## src/hw/macPkg.sv

```systemverilog
package macPkg;

    // Operand and result widths
    localparam int OPER_W = 16;
    localparam int WORD_W = 32;
    localparam int TAG_W = 4;

    // Operand b is split into two bytes for the partial products
    localparam int HALF_W = OPER_W / 2;
    localparam int PP_W = OPER_W + HALF_W;

    // Multiplier depth, which the delay lines copy
    localparam int MUL_STAGES = 3;

    // Saturation limits of the signed result
    localparam logic signed [WORD_W-1:0] WORD_MAX = {1'b0, {(WORD_W-1){1'b1}}};
    localparam logic signed [WORD_W-1:0] WORD_MIN = {1'b1, {(WORD_W-1){1'b0}}};

    // Everything that rides next to the multiplier
    typedef struct packed {
        logic signed [WORD_W-1:0] addend;
        logic [TAG_W-1:0] tag;
    } sideband_t;

endpackage
```

## src/hw/alignIf.sv

```systemverilog
`timescale 1ns/1ps

interface alignIf;

    import macPkg::*;

    // Multiplier output, three enabled edges after the operands
    logic signed [WORD_W-1:0] product;

    // Addend, tag and valid, delayed to line up with product
    sideband_t side;
    logic valid;

    // Pipeline controls from the top level
    logic en;
    logic rst;

    modport mulSide (
        output product,
        input  en
    );

    modport delaySide (
        output side,
        output valid,
        input  en,
        input  rst
    );

    modport combineSide (
        input product,
        input side,
        input valid,
        input en,
        input rst
    );

endinterface

```

## src/hw/macAlignTop.sv

```systemverilog
`timescale 1ns/1ps

module macAlignTop (
    input  logic                               clk,
    input  logic                               rst,
    input  logic                               en,
    input  logic                               inValid,
    input  logic signed [macPkg::OPER_W-1:0]   a,
    input  logic signed [macPkg::OPER_W-1:0]   b,
    input  logic signed [macPkg::WORD_W-1:0]   c,
    input  logic [macPkg::TAG_W-1:0]           tag,
    output logic                               outValid,
    output logic signed [macPkg::WORD_W-1:0]   result,
    output logic [macPkg::TAG_W-1:0]           outTag,
    output logic                               overflow
);

    import macPkg::*;

    // Addend and tag packed for the sideband delay line
    sideband_t sideIn;

    alignIf bus ();

    assign bus.en  = en;
    assign bus.rst = rst;

    assign sideIn.addend = c;
    assign sideIn.tag    = tag;

    mulPipe uMul (
        .clk (clk),
        .a   (a),
        .b   (b),
        .bus (bus)
    );

    // Both delay lines match the multiplier depth
    delayLine #(
        .PAYLOAD (sideband_t),
        .DEPTH   (MUL_STAGES)
    ) uSideDelay (
        .clk  (clk),
        .rst  (bus.rst),
        .en   (bus.en),
        .din  (sideIn),
        .dout (bus.side)
    );

    delayLine #(
        .PAYLOAD (logic),
        .DEPTH   (MUL_STAGES)
    ) uValidDelay (
        .clk  (clk),
        .rst  (bus.rst),
        .en   (bus.en),
        .din  (inValid),
        .dout (bus.valid)
    );

    macCombine uCombine (
        .clk      (clk),
        .bus      (bus),
        .result   (result),
        .outTag   (outTag),
        .outValid (outValid),
        .overflow (overflow)
    );

endmodule

```

## src/hw/macCombine.sv

```systemverilog
`timescale 1ns/1ps

module macCombine (
    input  logic                               clk,
    alignIf.combineSide                        bus,
    output logic signed [macPkg::WORD_W-1:0]   result,
    output logic [macPkg::TAG_W-1:0]           outTag,
    output logic                               outValid,
    output logic                               overflow
);

    import macPkg::*;

    // One extra bit so the sum cannot wrap
    logic signed [WORD_W:0] sumWide;
    logic signed [WORD_W-1:0] sumSat;
    logic clamped;

    always_comb begin
        sumWide = {bus.product[WORD_W-1], bus.product}
                + {bus.side.addend[WORD_W-1], bus.side.addend};
    end

    // Top two bits disagree when the sum leaves the 32-bit range
    always_comb begin
        clamped = sumWide[WORD_W] != sumWide[WORD_W-1];
        if (!clamped) begin
            sumSat = sumWide[WORD_W-1:0];
        end else if (sumWide[WORD_W]) begin
            sumSat = WORD_MIN;
        end else begin
            sumSat = WORD_MAX;
        end
    end

    // Output register stage
    always_ff @(posedge clk) begin
        if (bus.rst) begin
            result   <= '0;
            outTag   <= '0;
            outValid <= 1'b0;
            overflow <= 1'b0;
        end else if (bus.en) begin
            // Empty slots show a zero result
            result   <= bus.valid ? sumSat : '0;
            outTag   <= bus.side.tag;
            outValid <= bus.valid;
            overflow <= bus.valid && clamped;
        end
    end

    // A valid item meets a known product and addend
    validInputsKnown: assert property (
        @(posedge clk) disable iff (bus.rst)
        bus.en && bus.valid |-> !$isunknown({bus.product, bus.side})
    );

    // Both parallel paths hold through a stall
    pathsHoldOnStall: assert property (
        @(posedge clk)
        !bus.rst && !bus.en |=> $stable(bus.product) && $stable(bus.side) && $stable(bus.valid)
    );

endmodule

```

## src/hw/mulPipe.sv

```systemverilog
`timescale 1ns/1ps

module mulPipe (
    input logic                                clk,
    input logic signed [macPkg::OPER_W-1:0]    a,
    input logic signed [macPkg::OPER_W-1:0]    b,
    alignIf.mulSide                            bus
);

    import macPkg::*;

    // Stage 1 operand registers
    logic signed [OPER_W-1:0] aReg;
    logic signed [OPER_W-1:0] bReg;

    // Stage 2 partial products
    logic signed [PP_W-1:0] ppHigh;
    logic signed [PP_W-1:0] ppLow;

    // Partial products widened to the result width
    logic signed [WORD_W-1:0] highExt;
    logic signed [WORD_W-1:0] lowExt;

    always_ff @(posedge clk) begin
        if (bus.en) begin
            aReg <= a;
            bReg <= b;
        end
    end

    // Upper byte of b keeps its sign, lower byte is unsigned
    always_ff @(posedge clk) begin
        if (bus.en) begin
            ppHigh <= aReg * $signed(bReg[OPER_W-1:HALF_W]);
            ppLow  <= aReg * $signed({1'b0, bReg[HALF_W-1:0]});
        end
    end

    always_comb begin
        highExt = {{(WORD_W-PP_W){ppHigh[PP_W-1]}}, ppHigh};
        lowExt  = {{(WORD_W-PP_W){ppLow[PP_W-1]}}, ppLow};
    end

    // Stage 3 weights the upper partial product by one byte
    always_ff @(posedge clk) begin
        if (bus.en) begin
            bus.product <= (highExt <<< HALF_W) + lowExt;
        end
    end

endmodule

```

## src/hw/delayLine.sv

```systemverilog
`timescale 1ns/1ps

module delayLine #(
    parameter type PAYLOAD = logic,
    parameter int DEPTH = 1
) (
    input  logic   clk,
    input  logic   rst,
    input  logic   en,
    input  PAYLOAD din,
    output PAYLOAD dout
);

    generate
        if (DEPTH == 0) begin : genPass
            // No stages, so the payload goes straight through
            assign dout = din;
        end else begin : genRegs
            PAYLOAD stages [DEPTH];

            always_ff @(posedge clk) begin
                if (rst) begin
                    for (int i = 0; i < DEPTH; i++) begin
                        stages[i] <= '0;
                    end
                end else if (en) begin
                    stages[0] <= din;
                    for (int i = 1; i < DEPTH; i++) begin
                        stages[i] <= stages[i-1];
                    end
                end
            end

            // Oldest entry leaves the line
            assign dout = stages[DEPTH-1];
        end
    endgenerate

    // Once out of reset the line never emits unknown bits
    doutKnown: assert property (
        @(posedge clk) disable iff (rst)
        !$isunknown(dout)
    );

endmodule

```

## config.mk

```make
export PLATFORM = sky130hd
export DESIGN_NAME = macAlignTop
export DESIGN_NICKNAME = d
export VERILOG_FILES = /design/src/hw/macPkg.sv /design/src/hw/alignIf.sv /design/src/hw/macAlignTop.sv /design/src/hw/macCombine.sv /design/src/hw/mulPipe.sv /design/src/hw/delayLine.sv
export SDC_FILE = /design/constraint.sdc
export NUM_CORES = 1
export LEC_CHECK = 0
export BUFFER_PORTS_ARGS = -buffer_cell sky130_fd_sc_hd__buf_4
export CAP_MARGIN = 30
export CORE_ASPECT_RATIO = 1.5
export CORE_UTILIZATION = 30
export DETAILED_ROUTE_END_ITERATION = 8
export GPL_TIMING_DRIVEN = 0
export SKIP_LAST_GASP = 1
export SLEW_MARGIN = 30
export SYNTH_ARGS = -nofsm -noshare
export SYNTH_HDL_FRONTEND = slang
export SYNTH_HIERARCHICAL = 1
export SYNTH_SLANG_ARGS = --single-unit
export TNS_END_PERCENT = 50
```

## constraint.sdc

```tcl
create_clock -name clk -period 8.1 [get_ports clk]
set_input_delay 0.81 -clock clk [delete_from_list [all_inputs] [get_ports clk]]
set_output_delay 0.81 -clock clk [all_outputs]
set_load 0.05 [all_outputs]
```

==> results.yml <==
critical_path:
  cp-start-kind: "register"
  endpoint_kind: "register"
  arrival_ps: 6350
  r2r_slack_ps: 2020
  cp_common_cell: "fa_1"
  cp-startpoint: "uMul/aReg[6]"
  reg2reg_from: "uMul/aReg[6]"
  reg2reg_to: "uMul/ppLow[23]"
  r2r_cells: 17
  crit_path_max_fanout: 10
  critPathTopFamily: "adder cells"
  slowest_delay_ps: 610
  path_cells: "clkbuf_1, nand2_1, fa_1, inv_1, fa_1, fa_1, inv_1, fa_1, inv_1, ha_1, or4_1, o21ai_1, a211oi_1, o211ai_1, o21ai_1, a221oi_2, xnor2_1"
  worst-path-buf-inv: 4
  cp.depth: 17
  slowest_stage: "edfxtp_1"
  critPathKind: "register to register"
  required_ps: 8370
placed_design:
  placed_area_um2: 23870
  routabilityCongestion: 0.8925
  post-place-ws_ps: 2109
  io_buffers: 109
  post-dp-hpwl_mm: 44.60
floorplanning:
  dieHeight_um: 332.4
  dieArea_um2: 73870
  ios: 110
  core_um2: 71620
  fp-row-count: 120
  fp.dieW_um: 222.3
  start_util_pct: 30.48
cells_and_area:
  seq_area_um2: 7457
  nets: 2640
  n_fill_cell: 7136
  antenna_cells: 0
  multiInputGateArea_um2: 12550
  layout-drive-gt1-share_pct: 11.53
  final_area_um2: 24750
  syn2layout_area_growth_pct: 13.37
logic_synthesis:
  yosysTopAreaCellShare_pct: 30.68
  yosysSeqAreaShare_pct: 34.16
  synth-simple-area-share_pct: 16.60
  synthXorXnorAreaFrac_pct: 3.250
  synth_top_family_by_area: "adder cells"
  async_flop_share_pct: 0
  synth_area_leaders: "edfxtp_1, fa_1, ha_1"
  ys.flop_type: "edfxtp_1"
  ys_types: 82
  muxShareOfSynthArea_pct: 0.1834
  synth_seq_cells: 261
  yosysTopAreaCell: "edfxtp_1"
  synth_edf_count: 223
  synth_warnings: 6
  synth_compound_area_share_pct: 10.21
  syn_inst: 2074
  synth_fa_ha_area_share_pct: 27.23
  synth_nets: 2498
  syn_area_um2: 21830
  syn_avg_cell_area_um2: 10.53
power:
  p_sw_mw: 4.210
  ir_drop_uv: 229.4
  finalPower_mw: 9.457
  seq_power_share_pct: 23.0
  p_leak_nw: 11.28
  swShare_pct: 44.52
  pwr-share-comb_pct: 64.2
  power_density_nw_per_um2: 382.1
  clkPwrFrac_pct: 12.8
  p_int_mw: 5.247
clocking:
  clockBufferDepth: 3
  post_cts_resized: 0
  clk_pin_slew_ps: 60
  postCtsSetupBuffers: 0
  cts-buffers-inserted: 28
  cts_root_buffer: "clkbuf_16"
  clkSinkCount: 261
  cts_tree: "done"
  clkLatencyLatePin_ps: 600
  hold_buffers: 0
  htreeDepth: 1
timing:
  slew-limit-headroom_pct: 47.67
  finalWorstSetupSlack_ps: 2020
  post-route-min-period_ps: 6080
  min_period_over_period_pct: 75.07
  skew_ps: 50.17
  slew_viol_final: 0
  worst_pin_slew_ps: 779.7
  setup_viol: 0
  clock.fmax_mhz: 164.5
  holdWs_ps: 391.3
  setup-tns-final_ps: 0
  rsz0062_at_grt: "no"
  finalHoldViolCount: 0
detailed_routing:
  first_pass_iters: 5
  vias: 14900
  via_per_inst: 4.727
  ant_nets: 0
  drc: 0
  routed_wl_mm: 53.99
  wl_per_cell_um: 17.12
  drt-initial-drc-count: 662
worst_hold_path:
  min_path_cells: 1
  holdCritPathClass: "input port to register"
  worstHoldStart: "b[0]"
  hold_end: "uMul/bReg[0]"
grt:
  grt_pass1_vias: 16170
  grt_first_pass_wirelength_mm: 85.88
  grt.overflow.total: 0
  grt_max_degree: 87
  grtUsageTotal_pct: 14.71
  antenna_found_initial: 1
run:
  drv_cap: 0
status:
  status: "complete, no violations"
kinds of logic (layout without fill, tap and decap cells):
family | count (synthesis) | in the layout
adders and majority gates | 352 | 352
and+or+nand+nor | 625 | 625
muxes | 4 | 4
buffers and inverters | 427 | 591
AOI/OAI and AO/OA | 324 | 324
xor gates and xnor gates | 81 | 81
DFF | 261 | 261
cell type report:
cell class | count | area share, %
Sequential cell | 261 | 30.13
Timing Repair Buffer | 112 | 3.610
Inverter | 312 | 4.732
Clock buffer | 35 | 2.937
Tap cell | 915 | 4.626
Clock inverter | 17 | 0.6117
Buffer | 115 | 2.654
Multi-Input combinational cell | 1386 | 50.70
registers in the layout (all words and copies together), names as in the netlist:
name                        count
uSideDelay/genRegs.stages     108
uMul/aReg                      16
uMul/bReg                      16
uValidDelay/genRegs.stages      3
uCombine/outTag                 4
uMul/ppLow                     24
uMul/ppHigh                    24
uCombine/result                32
uCombine/overflow               1
uMul/bus.product               32
uCombine/outValid               1
cells in the mapped netlist, types with 4 or more instances:
master / count
nand2b_1: 16
buf_6: 5
and3b_1: 104
o21ai_0: 31
nand2_1: 176
a211oi_1: 16
a221oi_1: 5
a31oi_1: 10
o21ai_1: 35
a21o_1: 30
clkbuf_1: 56
or4_1: 4
nor3_2: 9
or3_1: 8
ha_1: 147
nand4_1: 8
a211oi_2: 5
nor2_1: 65
xor2_1: 18
buf_2: 13
o21a_1: 16
a311oi_1: 5
and3b_2: 9
and2_1: 152
a211o_1: 4
o211ai_1: 12
a21boi_0: 4
o2111ai_1: 7
nor2b_1: 17
buf_4: 38
edfxtp_1: 223
o21bai_1: 8
and3_1: 4
nand3_1: 17
fa_1: 205
o31ai_1: 7
dfxtp_1: 38
inv_1: 312
a21oi_1: 91
xnor2_1: 63
mux2i_1: 4
nor3_1: 21
how the worst max path moves through the flow:
stage                                      endpoint
finish                               uMul/ppLow[23]
global route                         uMul/ppLow[23]
CTS                                  uMul/ppLow[23]
detailed placement                   uMul/ppLow[23]
global placement    uSideDelay/genRegs.stages[0][1]
floorplan                            uMul/ppLow[23]
worst reg2reg max path: cells and delay by family (launching register included):
| family | cells | cell delay, ps |
|---|---|---|
| AO/OA/AOI/OAI | 5 | 1160 |
| XOR/XNOR | 1 | 180 |
| adder cells (fa/ha/maj) | 5 | 2360 |
| buffers and inverters | 4 | 770 |
| flip-flops | 1 | 610 |
| AND/OR/NAND/NOR | 2 | 730 |
per-stage QoR:
| stage | cells | utilization, % |
|---|---|---|
| 3_5_place_dp | 3101 | 33.33 |
| 2_1_floorplan | 2074 | - |
| 3_3_place_gp | 3098 | 33.22 |
| 4_1_cts | 3153 | 34.56 |
| 5_1_grt | 3153 | 34.56 |
| 6_report | 3153 | 34.56 |
layout by cell type, fill, tap and decap left out, drive strengths merged, types with 67 or more instances in the layout:
| master | count |
|---|---|
| a21oi | 92 |
| and2 | 152 |
| and3b | 113 |
| buf | 170 |
| clkbuf | 92 |
| edfxtp | 223 |
| fa | 205 |
| ha | 147 |
| inv | 313 |
| nand2 | 177 |
| o21ai | 67 |
layer usage:
metal / vias up / global-route usage [%] / part of all wire, %
met5: - / 0 / 0
met4: 0 / 5.748 / 3.8
met3: 107 / 1.458 / 3.2
met2: 306 / 29.26 / 55
met1: 7308 / 15.56 / 38
li1: 7182 / - / -
power groups by stage:
stage | logic (mW) | registers (mW) | clock network (mW)
after floorplan | 4.62 | 2.18 | 0
after global placement | 5.91 | 2.21 | 0
after detailed placement | 6.02 | 2.21 | 0
after CTS | 6.06 | 2.18 | 1.26
after global routing | 6.84 | 2.20 | 1.30
final | 6.07 | 2.17 | 1.21
Power figures use the tool's default switching activity.
